[src/design/axil_pkg.sv]
// AXI4-Lite channel structs, response codes and register map, imported by the host-side modules
package axil_pkg;

    // byte address and data word
    typedef logic [11:0] axil_addr_t;
    typedef logic [31:0] axil_data_t;

    // only OKAY and SLVERR are ever returned
    typedef enum logic [1:0] {
        resp_okay   = 2'b00,
        resp_slverr = 2'b10
    } axil_resp_e;

    // master to slave
    typedef struct packed {
        axil_addr_t awaddr;
        logic       awvalid;
        axil_data_t wdata;
        logic       wvalid;
        logic       bready;
        axil_addr_t araddr;
        logic       arvalid;
        logic       rready;
    } axil_req_t;

    // slave to master
    typedef struct packed {
        logic       awready;
        logic       wready;
        axil_resp_e bresp;
        logic       bvalid;
        logic       arready;
        axil_data_t rdata;
        axil_resp_e rresp;
        logic       rvalid;
    } axil_rsp_t;

    // ====================
    // register map
    // ====================
    localparam axil_addr_t reg_cmd        = 12'h000;
    localparam axil_addr_t reg_status     = 12'h004;
    localparam axil_addr_t reg_scalar     = 12'h008;
    // one shape word per slot, stride 4
    localparam axil_addr_t reg_shape_base = 12'h010;
    // element window, one word per element at idx * 4
    localparam axil_addr_t elem_base      = 12'h100;
    localparam axil_addr_t elem_slot_span = 12'h080;

endpackage

[src/design/mat_pkg.sv]
// matrix element, shape, slot and operation types, imported by the datapath and control modules
package mat_pkg;

    // ====================
    // element and index types
    // ====================

    // one signed matrix element
    typedef logic signed [7:0] elem_t;

    // row or column count, legal range 1 to 5
    typedef logic [2:0] dim_t;

    // matrix slot number
    typedef logic [1:0] slot_t;

    // flat element index, row * 5 + col
    typedef logic [4:0] idx_t;

    // row pitch of the flat index, fixed whatever MAX_DIM is
    localparam int row_stride = 5;

    // rows in the upper field, cols in the lower
    typedef struct packed {
        dim_t rows;
        dim_t cols;
    } shape_t;

    // ====================
    // operations
    // ====================

    typedef enum logic [1:0] {
        op_add,
        op_sub,
        op_scale,
        op_transpose
    } op_e;

    // same bit layout as the command register, bits 7:0
    typedef struct packed {
        op_e   op;
        slot_t src_a;
        slot_t src_b;
        slot_t dst;
    } op_cmd_t;

    // sequencer states
    typedef enum logic [1:0] {
        st_idle,
        st_check,
        st_run,
        st_done
    } seq_state_e;

    // row and col to flat index
    function automatic idx_t flat_idx(dim_t row, dim_t col);
        return idx_t'(row * row_stride + col);
    endfunction

    // flat index back to row
    function automatic dim_t idx_row(idx_t idx);
        return dim_t'(idx / row_stride);
    endfunction

    // flat index back to col
    function automatic dim_t idx_col(idx_t idx);
        return dim_t'(idx % row_stride);
    endfunction

endpackage
[src/design/matrix_top.sv]
// matrix calculator top level, host drives it over AXI4-Lite; wires slave, FSM, counter, store, ALU
module matrix_top
    import mat_pkg::*;
    import axil_pkg::*;
(
    input  logic      clk,
    input  logic      rst_n,
    input  axil_req_t axil_req,
    output axil_rsp_t axil_rsp
);

    localparam int NUM_SLOTS = 4;
    localparam int MAX_DIM   = 5;

    // ====================
    // control
    // ====================
    logic    cmd_valid;
    op_cmd_t cmd;
    op_cmd_t run_cmd;
    elem_t   scalar;
    logic    busy;
    logic    done;
    logic    error;
    logic    count_start;

    // ====================
    // store ports
    // ====================
    logic   host_we;
    slot_t  host_slot;
    idx_t   host_idx;
    elem_t  host_wdata;
    elem_t  host_rdata;
    logic   shape_we;
    shape_t shape_wdata;
    shape_t host_shape;
    shape_t shape_a;
    shape_t shape_b;
    shape_t res_shape;
    logic   res_shape_we;

    // ====================
    // sweep and datapath
    // ====================
    dim_t  row;
    dim_t  col;
    logic  step_valid;
    logic  last;
    slot_t rd_slot_a;
    idx_t  rd_idx_a;
    slot_t rd_slot_b;
    idx_t  rd_idx_b;
    elem_t rd_data_a;
    elem_t rd_data_b;
    logic  res_we;
    slot_t res_slot;
    idx_t  res_idx;
    elem_t res_data;

    axil_regs #(
        .NUM_SLOTS(NUM_SLOTS),
        .MAX_DIM(MAX_DIM)
    ) u_axil_regs (
        .clk(clk),
        .rst_n(rst_n),
        .axil_req(axil_req),
        .axil_rsp(axil_rsp),
        .cmd_valid(cmd_valid),
        .cmd(cmd),
        .scalar(scalar),
        .busy(busy),
        .done(done),
        .error(error),
        .host_we(host_we),
        .host_slot(host_slot),
        .host_idx(host_idx),
        .host_wdata(host_wdata),
        .host_rdata(host_rdata),
        .shape_we(shape_we),
        .shape_wdata(shape_wdata),
        .host_shape(host_shape)
    );

    op_sequencer #(
        .NUM_SLOTS(NUM_SLOTS)
    ) u_op_sequencer (
        .clk(clk),
        .rst_n(rst_n),
        .cmd_valid(cmd_valid),
        .cmd(cmd),
        .shape_a(shape_a),
        .shape_b(shape_b),
        .last(last),
        .count_start(count_start),
        .res_shape(res_shape),
        .res_shape_we(res_shape_we),
        .busy(busy),
        .done(done),
        .error(error),
        .run_cmd(run_cmd)
    );

    elem_counter #(
        .MAX_DIM(MAX_DIM)
    ) u_elem_counter (
        .clk(clk),
        .rst_n(rst_n),
        .start(count_start),
        .shape(res_shape),
        .row(row),
        .col(col),
        .step_valid(step_valid),
        .last(last)
    );

    // operand shapes follow the running command
    matrix_store #(
        .NUM_SLOTS(NUM_SLOTS),
        .MAX_DIM(MAX_DIM)
    ) u_matrix_store (
        .clk(clk),
        .rst_n(rst_n),
        .host_we(host_we),
        .host_slot(host_slot),
        .host_idx(host_idx),
        .host_wdata(host_wdata),
        .host_rdata(host_rdata),
        .shape_we(shape_we),
        .shape_wdata(shape_wdata),
        .host_shape(host_shape),
        .rd_slot_a(rd_slot_a),
        .rd_idx_a(rd_idx_a),
        .rd_slot_b(rd_slot_b),
        .rd_idx_b(rd_idx_b),
        .rd_data_a(rd_data_a),
        .rd_data_b(rd_data_b),
        .shape_sel_a(run_cmd.src_a),
        .shape_sel_b(run_cmd.src_b),
        .shape_a(shape_a),
        .shape_b(shape_b),
        .res_we(res_we),
        .res_slot(res_slot),
        .res_idx(res_idx),
        .res_data(res_data),
        .res_shape_we(res_shape_we),
        .res_shape(res_shape)
    );

    elem_alu u_elem_alu (
        .run_cmd(run_cmd),
        .scalar(scalar),
        .row(row),
        .col(col),
        .step_valid(step_valid),
        .rd_slot_a(rd_slot_a),
        .rd_idx_a(rd_idx_a),
        .rd_slot_b(rd_slot_b),
        .rd_idx_b(rd_idx_b),
        .rd_data_a(rd_data_a),
        .rd_data_b(rd_data_b),
        .res_we(res_we),
        .res_slot(res_slot),
        .res_idx(res_idx),
        .res_data(res_data)
    );

endmodule

[src/design/elem_alu.sv]
// per-step element ALU, forms source and destination indices and the wrapped result value
module elem_alu
    import mat_pkg::*;
(
    input  op_cmd_t run_cmd,
    input  elem_t   scalar,
    input  dim_t    row,
    input  dim_t    col,
    input  logic    step_valid,
    output slot_t   rd_slot_a,
    output idx_t    rd_idx_a,
    output slot_t   rd_slot_b,
    output idx_t    rd_idx_b,
    input  elem_t   rd_data_a,
    input  elem_t   rd_data_b,
    output logic    res_we,
    output slot_t   res_slot,
    output idx_t    res_idx,
    output elem_t   res_data
);

    logic signed [15:0] product;

    // ====================
    // addressing
    // ====================
    assign rd_slot_a = run_cmd.src_a;
    assign rd_slot_b = run_cmd.src_b;
    // transpose reads a(col,row)
    assign rd_idx_a  = (run_cmd.op == op_transpose) ? flat_idx(col, row) : flat_idx(row, col);
    assign rd_idx_b  = flat_idx(row, col);

    assign res_slot = run_cmd.dst;
    assign res_idx  = flat_idx(row, col);
    assign res_we   = step_valid;

    // full product, low byte kept
    assign product = rd_data_a * scalar;

    // results wrap to 8 bits
    always_comb begin
        case (run_cmd.op)
            op_add:   res_data = rd_data_a + rd_data_b;
            op_sub:   res_data = rd_data_a - rd_data_b;
            op_scale: res_data = product[7:0];
            default:  res_data = rd_data_a;
        endcase
    end

endmodule

[src/design/matrix_store.sv]
// matrix slot memory with per-slot shapes, two operand read ports, a host port and a result port
module matrix_store
    import mat_pkg::*;
#(
    parameter int NUM_SLOTS = 4,
    parameter int MAX_DIM   = 5
) (
    input  logic   clk,
    input  logic   rst_n,
    input  logic   host_we,
    input  slot_t  host_slot,
    input  idx_t   host_idx,
    input  elem_t  host_wdata,
    output elem_t  host_rdata,
    input  logic   shape_we,
    input  shape_t shape_wdata,
    output shape_t host_shape,
    input  slot_t  rd_slot_a,
    input  idx_t   rd_idx_a,
    input  slot_t  rd_slot_b,
    input  idx_t   rd_idx_b,
    output elem_t  rd_data_a,
    output elem_t  rd_data_b,
    input  slot_t  shape_sel_a,
    input  slot_t  shape_sel_b,
    output shape_t shape_a,
    output shape_t shape_b,
    input  logic   res_we,
    input  slot_t  res_slot,
    input  idx_t   res_idx,
    input  elem_t  res_data,
    input  logic   res_shape_we,
    input  shape_t res_shape
);

    elem_t  mem    [NUM_SLOTS][MAX_DIM][MAX_DIM];
    shape_t shapes [NUM_SLOTS];

    // out-of-range reads give zero
    function automatic elem_t elem_read(slot_t slot, idx_t idx);
        if (int'(slot) < NUM_SLOTS && int'(idx_row(idx)) < MAX_DIM &&
            int'(idx_col(idx)) < MAX_DIM) begin
            return mem[slot][idx_row(idx)][idx_col(idx)];
        end
        return '0;
    endfunction

    function automatic shape_t shape_read(slot_t slot);
        return (int'(slot) < NUM_SLOTS) ? shapes[slot] : '0;
    endfunction

    // ====================
    // combinational reads
    // ====================
    always_comb begin
        host_rdata = elem_read(host_slot, host_idx);
        rd_data_a  = elem_read(rd_slot_a, rd_idx_a);
        rd_data_b  = elem_read(rd_slot_b, rd_idx_b);
        host_shape = shape_read(host_slot);
        shape_a    = shape_read(shape_sel_a);
        shape_b    = shape_read(shape_sel_b);
    end

    // host and result ports never write in the same cycle
    always_ff @(posedge clk or negedge rst_n) begin
        if (!rst_n) begin
            // unwritten slots read as zero with a zero shape
            for (int s = 0; s < NUM_SLOTS; s++) begin
                shapes[s] <= '0;
                for (int r = 0; r < MAX_DIM; r++) begin
                    for (int c = 0; c < MAX_DIM; c++) begin
                        mem[s][r][c] <= '0;
                    end
                end
            end
        end else begin
            if (host_we) begin
                mem[host_slot][idx_row(host_idx)][idx_col(host_idx)] <= host_wdata;
            end
            if (res_we) begin
                mem[res_slot][idx_row(res_idx)][idx_col(res_idx)] <= res_data;
            end
            if (shape_we) begin
                shapes[host_slot] <= shape_wdata;
            end
            if (res_shape_we) begin
                shapes[res_slot] <= res_shape;
            end
        end
    end

endmodule

[src/design/elem_counter.sv]
// row-major sweep counter, one step per cycle over the latched result shape
module elem_counter
    import mat_pkg::*;
#(
    parameter int MAX_DIM = 5
) (
    input  logic   clk,
    input  logic   rst_n,
    input  logic   start,
    input  shape_t shape,
    output dim_t   row,
    output dim_t   col,
    output logic   step_valid,
    output logic   last
);

    shape_t span;
    dim_t   rows_lim;
    dim_t   cols_lim;

    // never sweep past the array bounds
    assign rows_lim = (int'(shape.rows) > MAX_DIM) ? dim_t'(MAX_DIM) : shape.rows;
    assign cols_lim = (int'(shape.cols) > MAX_DIM) ? dim_t'(MAX_DIM) : shape.cols;

    assign last = step_valid && row == span.rows - dim_t'(1) && col == span.cols - dim_t'(1);

    always_ff @(posedge clk or negedge rst_n) begin
        if (!rst_n) begin
            span       <= '0;
            row        <= '0;
            col        <= '0;
            step_valid <= 1'b0;
        end else if (start) begin
            // first step on the next cycle
            span       <= {rows_lim, cols_lim};
            row        <= '0;
            col        <= '0;
            step_valid <= 1'b1;
        end else if (step_valid) begin
            if (last) begin
                step_valid <= 1'b0;
            end else if (col == span.cols - dim_t'(1)) begin
                // wrap to next row
                col <= '0;
                row <= row + dim_t'(1);
            end else begin
                col <= col + dim_t'(1);
            end
        end
    end

endmodule

[src/design/op_sequencer.sv]
// command FSM, checks each command, starts the element sweep and keeps the sticky status bits
module op_sequencer
    import mat_pkg::*;
#(
    parameter int NUM_SLOTS = 4
) (
    input  logic    clk,
    input  logic    rst_n,
    input  logic    cmd_valid,
    input  op_cmd_t cmd,
    input  shape_t  shape_a,
    input  shape_t  shape_b,
    input  logic    last,
    output logic    count_start,
    output shape_t  res_shape,
    output logic    res_shape_we,
    output logic    busy,
    output logic    done,
    output logic    error,
    output op_cmd_t run_cmd
);

    seq_state_e state;
    logic       two_src;
    logic       slots_ok;
    logic       a_ok;
    logic       b_ok;
    logic       checks_ok;

    // ====================
    // command checks
    // ====================
    assign two_src  = (run_cmd.op == op_add) || (run_cmd.op == op_sub);
    // bad destination or slot beyond NUM_SLOTS
    assign slots_ok = int'(run_cmd.src_a) < NUM_SLOTS && int'(run_cmd.dst) < NUM_SLOTS &&
                      run_cmd.dst != run_cmd.src_a;
    // empty slot has zero rows
    assign a_ok     = shape_a.rows != '0;
    assign b_ok     = int'(run_cmd.src_b) < NUM_SLOTS && run_cmd.dst != run_cmd.src_b &&
                      shape_b == shape_a;
    assign checks_ok = slots_ok && a_ok && (!two_src || b_ok);

    // transpose swaps the fields
    assign res_shape = (run_cmd.op == op_transpose) ? {shape_a.cols, shape_a.rows} : shape_a;

    assign count_start  = (state == st_check) && checks_ok;
    // shape lands with the final element
    assign res_shape_we = (state == st_run) && last;
    assign busy         = (state != st_idle);

    // command held for the whole run
    always_ff @(posedge clk) begin
        if (state == st_idle && cmd_valid) begin
            run_cmd <= cmd;
        end
    end

    always_ff @(posedge clk or negedge rst_n) begin
        if (!rst_n) begin
            state <= st_idle;
            done  <= 1'b0;
            error <= 1'b0;
        end else begin
            case (state)
                st_idle: begin
                    // sticky bits clear on the next accepted command
                    if (cmd_valid) begin
                        done  <= 1'b0;
                        error <= 1'b0;
                        state <= st_check;
                    end
                end
                st_check: begin
                    if (checks_ok) begin
                        state <= st_run;
                    end else begin
                        error <= 1'b1;
                        done  <= 1'b1;
                        state <= st_done;
                    end
                end
                st_run: begin
                    if (last) begin
                        done  <= 1'b1;
                        state <= st_done;
                    end
                end
                default: begin
                    state <= st_idle;
                end
            endcase
        end
    end

endmodule

[src/design/axil_regs.sv]
// AXI4-Lite register slave, decodes host accesses into commands, status, scalar, shapes and elements
module axil_regs
    import mat_pkg::*;
    import axil_pkg::*;
#(
    parameter int NUM_SLOTS = 4,
    parameter int MAX_DIM   = 5
) (
    input  logic      clk,
    input  logic      rst_n,
    input  axil_req_t axil_req,
    output axil_rsp_t axil_rsp,
    output logic      cmd_valid,
    output op_cmd_t   cmd,
    output elem_t     scalar,
    input  logic      busy,
    input  logic      done,
    input  logic      error,
    output logic      host_we,
    output slot_t     host_slot,
    output idx_t      host_idx,
    output elem_t     host_wdata,
    input  elem_t     host_rdata,
    output logic      shape_we,
    output shape_t    shape_wdata,
    input  shape_t    host_shape
);

    // decoded target of one address
    typedef struct packed {
        logic  is_cmd;
        logic  is_status;
        logic  is_scalar;
        logic  is_shape;
        logic  is_elem;
        slot_t slot;
        idx_t  idx;
    } addr_dec_t;

    // word-aligned addresses only, anything else maps to nothing
    function automatic addr_dec_t decode(axil_addr_t addr);
        addr_dec_t  dec;
        axil_addr_t offs;
        dec = '0;
        if (addr[1:0] == 2'b00) begin
            dec.is_cmd    = (addr == reg_cmd);
            dec.is_status = (addr == reg_status);
            dec.is_scalar = (addr == reg_scalar);
            // shape words
            offs = addr - reg_shape_base;
            if (addr >= reg_shape_base && int'(offs) < 4 * NUM_SLOTS) begin
                dec.is_shape = 1'b1;
                dec.slot     = slot_t'(offs[11:2]);
            end
            // element window, slot in bits 8:7 and idx in bits 6:2
            offs = addr - elem_base;
            if (addr >= elem_base && int'(offs) < NUM_SLOTS * int'(elem_slot_span)) begin
                dec.slot    = offs[8:7];
                dec.idx     = offs[6:2];
                // idx past the last row or col of MAX_DIM is a hole
                dec.is_elem = int'(idx_row(offs[6:2])) < MAX_DIM &&
                              int'(idx_col(offs[6:2])) < MAX_DIM;
            end
        end
        return dec;
    endfunction

    addr_dec_t  wr_dec;
    addr_dec_t  rd_dec;
    logic       ar_fire;
    logic       wr_fire;
    logic       wr_mapped;
    logic       wr_err;
    shape_t     wr_shape;
    logic       shape_legal;
    logic       bvalid_q;
    axil_resp_e bresp_q;
    logic       rvalid_q;
    axil_resp_e rresp_q;
    axil_data_t rdata_q;
    axil_data_t rd_value;
    logic       rd_err;
    elem_t      scalar_q;

    assign wr_dec = decode(axil_req.awaddr);
    assign rd_dec = decode(axil_req.araddr);

    // ====================
    // handshakes
    // ====================

    // one read outstanding
    assign ar_fire = axil_req.arvalid & ~rvalid_q;
    // write waits out a read handshake, the two share the store host port
    assign wr_fire = axil_req.awvalid & axil_req.wvalid & ~bvalid_q & ~ar_fire;

    // rows in bits 2:0, cols in bits 6:4
    assign wr_shape    = {axil_req.wdata[2:0], axil_req.wdata[6:4]};
    assign shape_legal = wr_shape.rows != '0 && int'(wr_shape.rows) <= MAX_DIM &&
                         wr_shape.cols != '0 && int'(wr_shape.cols) <= MAX_DIM;

    // status is read only and so not writable
    assign wr_mapped = wr_dec.is_cmd | wr_dec.is_scalar | wr_dec.is_shape | wr_dec.is_elem;
    // scalar stays writable while busy, everything else is locked
    assign wr_err    = !wr_mapped || (busy && !wr_dec.is_scalar) ||
                       (wr_dec.is_shape && !shape_legal);

    // side effects of an accepted write
    assign cmd_valid   = wr_fire & wr_dec.is_cmd & ~wr_err;
    assign cmd         = op_cmd_t'(axil_req.wdata[7:0]);
    assign host_we     = wr_fire & wr_dec.is_elem & ~wr_err;
    assign host_wdata  = elem_t'(axil_req.wdata[7:0]);
    assign shape_we    = wr_fire & wr_dec.is_shape & ~wr_err;
    assign shape_wdata = wr_shape;

    // host port address follows whichever channel fires
    assign host_slot = ar_fire ? rd_dec.slot : wr_dec.slot;
    assign host_idx  = ar_fire ? rd_dec.idx : wr_dec.idx;

    // read mux, values sign-extended
    always_comb begin
        rd_value = '0;
        rd_err   = 1'b0;
        if (rd_dec.is_status) begin
            rd_value = {29'd0, error, done, busy};
        end else if (rd_dec.is_scalar) begin
            rd_value = axil_data_t'(scalar_q);
        end else if (rd_dec.is_shape) begin
            rd_value = {25'd0, host_shape.cols, 1'b0, host_shape.rows};
        end else if (rd_dec.is_elem) begin
            rd_value = axil_data_t'(host_rdata);
        end else begin
            // command register is write only
            rd_err = 1'b1;
        end
    end

    // ====================
    // response channels and scalar
    // ====================
    always_ff @(posedge clk or negedge rst_n) begin
        if (!rst_n) begin
            bvalid_q <= 1'b0;
            bresp_q  <= resp_okay;
            rvalid_q <= 1'b0;
            rresp_q  <= resp_okay;
            scalar_q <= 8'sd3;
        end else begin
            if (wr_fire) begin
                bvalid_q <= 1'b1;
                bresp_q  <= wr_err ? resp_slverr : resp_okay;
            end else if (axil_req.bready) begin
                bvalid_q <= 1'b0;
            end
            if (ar_fire) begin
                rvalid_q <= 1'b1;
                rresp_q  <= rd_err ? resp_slverr : resp_okay;
            end else if (axil_req.rready) begin
                rvalid_q <= 1'b0;
            end
            if (wr_fire && wr_dec.is_scalar) begin
                scalar_q <= elem_t'(axil_req.wdata[7:0]);
            end
        end
    end

    // read data held until rready
    always_ff @(posedge clk) begin
        if (ar_fire) begin
            rdata_q <= rd_value;
        end
    end

    assign scalar = scalar_q;

    assign axil_rsp.awready = wr_fire;
    assign axil_rsp.wready  = wr_fire;
    assign axil_rsp.bresp   = bresp_q;
    assign axil_rsp.bvalid  = bvalid_q;
    assign axil_rsp.arready = ~rvalid_q;
    assign axil_rsp.rdata   = rdata_q;
    assign axil_rsp.rresp   = rresp_q;
    assign axil_rsp.rvalid  = rvalid_q;

endmodule

[config.mk]
export PLATFORM = sky130hd
export DESIGN_NAME = matrix_top
export DESIGN_NICKNAME = d
export VERILOG_FILES = /design/src/design/axil_pkg.sv /design/src/design/mat_pkg.sv /design/src/design/matrix_top.sv /design/src/design/elem_alu.sv /design/src/design/matrix_store.sv /design/src/design/elem_counter.sv /design/src/design/op_sequencer.sv /design/src/design/axil_regs.sv
export SDC_FILE = /design/constraint.sdc
export NUM_CORES = 2
export LEC_CHECK = 0
export ABC_AREA = 0
export BUFFER_PORTS_ARGS = -buffer_cell sky130_fd_sc_hd__buf_2
export CAP_MARGIN = 20
export CELL_PAD_IN_SITES_DETAIL_PLACEMENT = 0
export CELL_PAD_IN_SITES_GLOBAL_PLACEMENT = 1
export CORE_MARGIN = 2
export CORE_UTILIZATION = 47
export DETAILED_ROUTE_END_ITERATION = 6
export MAX_ROUTING_LAYER = met4
export PLACE_DENSITY_LB_ADDON = 0.1
export RECOVER_POWER = 25
export SYNTH_ARGS = -nofsm -noshare
export SYNTH_HDL_FRONTEND = slang
export SYNTH_HIERARCHICAL = 1
export SYNTH_SLANG_ARGS = --single-unit
[constraint.sdc]
create_clock -name clk -period 12.2 [get_ports clk]
set_clock_uncertainty 0.1 [all_clocks]
set_input_delay 2.44 -clock clk [delete_from_list [all_inputs] [get_ports clk]]
set_output_delay 2.44 -clock clk [all_outputs]
set_load 0.01 [all_outputs]
==> flow_summary_export.csv <==
group,metric,value,unit
run,max_cap_viol_count,12,
yosys,synth_largest_area_cell,"dfrtp_1",
setup_path,slowest_delay,0.54,ns
grt,antenna_found_initial,28,
clock_tree,clk_latency,0.80,ns
status,failed_checks,"DRC, capacitance limit, slew limit",
sta,finalHoldViolations,0,
grt,grt_pass1_wl,455,mm
place,place_congestion,1.12,
drt,dr.first_iter.drc_count,8632,
yosys,ys_seq_area_frac,0.321,
floorplanning,dieArea,148000,um2
sta,final_max_slew_viol_count,809,
sta,rsz0062_at_grt,"false",
setup_path,crit_required,12.77,ns
clock_tree,h-tree-depth,3,
yosys,syn_area_per_cell,10.1,um2
yosys,synth_area,68000,um2
setup_path,critPathCaptureType,"flop",
sta,fin_hold_ws,0.401,ns
yosys,synthFlopType,"dfrtp_1",
clock_tree,cts_tree,"yes",
clock_tree,cts.clk_slew.worst_paths,0.06,ns
setup_path,crit_buf_inv,9,
place,io_buffer_count,77,
yosys,synth_cells,6723,
sta,worst_pin_slew,5.55,ns
sta,final-setup-viol-count,0,
drt,first_pass_iters,7,
setup_path,reg2reg_setup_slack,0.45,ns
hold_path,hp-class,"reg -> reg",
finish,multi_input_area,43600,um2
clock_tree,clk_path_buf_depth,3,
yosys,synthMostInstantiatedCell,"dfrtp_1",
grt,grtUsageTotal,0.451,
floorplanning,core.rowCount,139,
clock_tree,numCtsBuffers,109,
yosys,yosysWarnings,6,
status,status,"finished with violations",
yosys,synth-edff-count,16,
sta,fin_crit_sh,0.963,
grt,grt_max_degree,152,
drt,via_per_inst,7.10,
yosys,synth.area.top_cells,"dfrtp_1 (31%), mux4_2 (20%), mux2i_1 (12%), nor2_1 (4.1%), a21oi_1 (4.0%)",
yosys,ys_top_cells_by_count,"dfrtp_1 (851), mux2i_1 (823), nor2_1 (748)",
floorplanning,pin_count,104,
setup_path,crit_family,"adder cells",
yosys,ys_ff_latch,869,
sta,fin_setup_tns,0,ns
floorplanning,die_height,384,um
finish,num-fill-cells,13100,
drt,antenna_left,0,
drt,drt_wl_total,325,mm
sta,relSlewSlack,-2.70,
clock_tree,clockRootBuffer,"clkbuf_16",
finish,regArea,21800,um2
setup_path,critPathMostFrequentCell,"ha_1",
grt,grt_pass1_vias,56800,
drt,num_vias,61000,
finish,drive_above_1_share,0.220,
floorplanning,die_w,384,um
setup_path,arrival,12.31,ns
drt,drc,85,
setup_path,startpoint_type,"flop",
floorplanning,floorplan.initialDensity,0.474,
setup_path,cpMaxStageDelayCell,"fa_1",
clock_tree,cts_hold_buf,0,
place,hpwlAfterDp,227,mm
grt,grt_overflow_total,0,
clock_tree,cts.sinks,869,
yosys,synthDistinctLibCells,121,
yosys,synth_top_area_frac,0.313,
sta,max_freq,85.1,MHz
sta,period_minus_slack,11.75,ns
floorplanning,core-area,144000,um2
finish,nets,6731,
setup_path,crit_type,"reg -> reg",
drt,wl_per_cell,37.8,um
setup_path,critPathMaxFanout,31,
finish,syn2layout_area_growth,10.6,%
yosys,ys_async_sr_fraction,0.982,
==> area by class of cell <==
| cell class | count | area share |
|---|---|---|
| Tap cell | 1903 | 0.0316 |
| Timing Repair Buffer | 398 | 0.0429 |
| Inverter | 102 | 0.00509 |
| Clock buffer | 156 | 0.0423 |
| Antenna cell | 33 | 0.00110 |
| Clock inverter | 42 | 0.00790 |
| Sequential cell | 869 | 0.290 |
| Multi-Input combinational cell | 5091 | 0.579 |
==> path summary, 6_finish.rpt <==
kind	start	cells after the start	end
setup reg to reg	u_elem_counter/row[2]	43	u_matrix_store/mem[359]
max in group asynchronous	rst_n	2	u_matrix_store/mem[30]
hold reg to reg	u_axil_regs/bresp_q[1]	2	u_axil_regs/bresp_q[1]
min in group asynchronous	rst_n	1	u_matrix_store/mem[290]
hold / removal	u_axil_regs/bresp_q[1]	2	u_axil_regs/bresp_q[1]
setup / recovery	u_elem_counter/row[2]	43	u_matrix_store/mem[359]
==> metal layers <==
metal / up-vias / part of all wire / global-route usage
met3: 1089 / 0.13 / 0.148
met2: 4252 / 0.43 / 0.642
met4: 0 / 0.076 / 0.269
li1: 25000 / - / -
met5: - / 0 / -
met1: 30700 / 0.37 / 0.558
==> logic make-up (layout without fill, tap and decap cells) <==
group,Yosys count,in the layout,share of synthesized area
simple gates,1982,1982,0.132
mux,1532,1532,0.341
compound gates,1414,1414,0.130
flops,869,869,0.321
buf+inv,764,698,0.0475
fa+ha+maj,99,99,0.0198
xor+xnor,62,62,0.00912
other cells,1,35,0.0000551
==> metrics by stage <==
stage	util	area (um2)	std cells	setup slack (ns)
final	0.524	75300	8594	0.454
after global routing	0.524	75200	8584	0.0234
after CTS	0.522	74900	8531	0.141
after detailed placement	0.495	71200	8333	0.00937
after global placement	0.494	71000	8319	0.118
after floorplan	-	68000	6724	0.909
==> placed cells by master (no fill, tap or decap), drive strengths merged, types with 82 or more instances in the layout <==
cell type and instances:
a21oi 548, a31oi 238, buf 381, clkbuf 173, dfrtp 851, ha 82, inv 104, mux2 90
mux2i 824, mux4 618, nand2 667, nand3 179, nor2 750, nor3 117, o21ai 233
==> state kept, by name (all words and copies together) (netlist names) <==
name                       flops
u_op_sequencer/error           1
u_matrix_store/mem           800
u_op_sequencer/run_cmd         8
u_op_sequencer/state           2
u_matrix_store/shapes         24
u_axil_regs/scalar             8
u_axil_regs/rdata_q            8
u_op_sequencer/done            1
u_elem_counter/span            6
u_elem_counter/step_valid      1
u_axil_regs/bvalid_q           1
u_axil_regs/rvalid_q           1
u_axil_regs/bresp_q            1
u_elem_counter/row             3
u_elem_counter/col             3
u_axil_regs/rresp_q            1
==> what timing repair did <==
action / CTS / global route
gates resized for setup: 1 / 10
setup endpoints to repair: 2 / 100
buffers inserted: 0 / 2
pin swaps: 0 / 0
==> worst register-to-register path: cells and delay by family, from the launching register on <==
family / cells / cell delay [ns]
compound gates: 12 / 2.68
xor+xnor: 4 / 1.23
fa+ha+maj: 10 / 3.75
buf+inv: 9 / 1.47
flops: 1 / 0.38
mux: 3 / 1.04
simple gates: 5 / 0.96
Power is left out: the tool's default activity adds up to more than one toggle a clock period on the data nets, which glitch-free logic cannot reach.
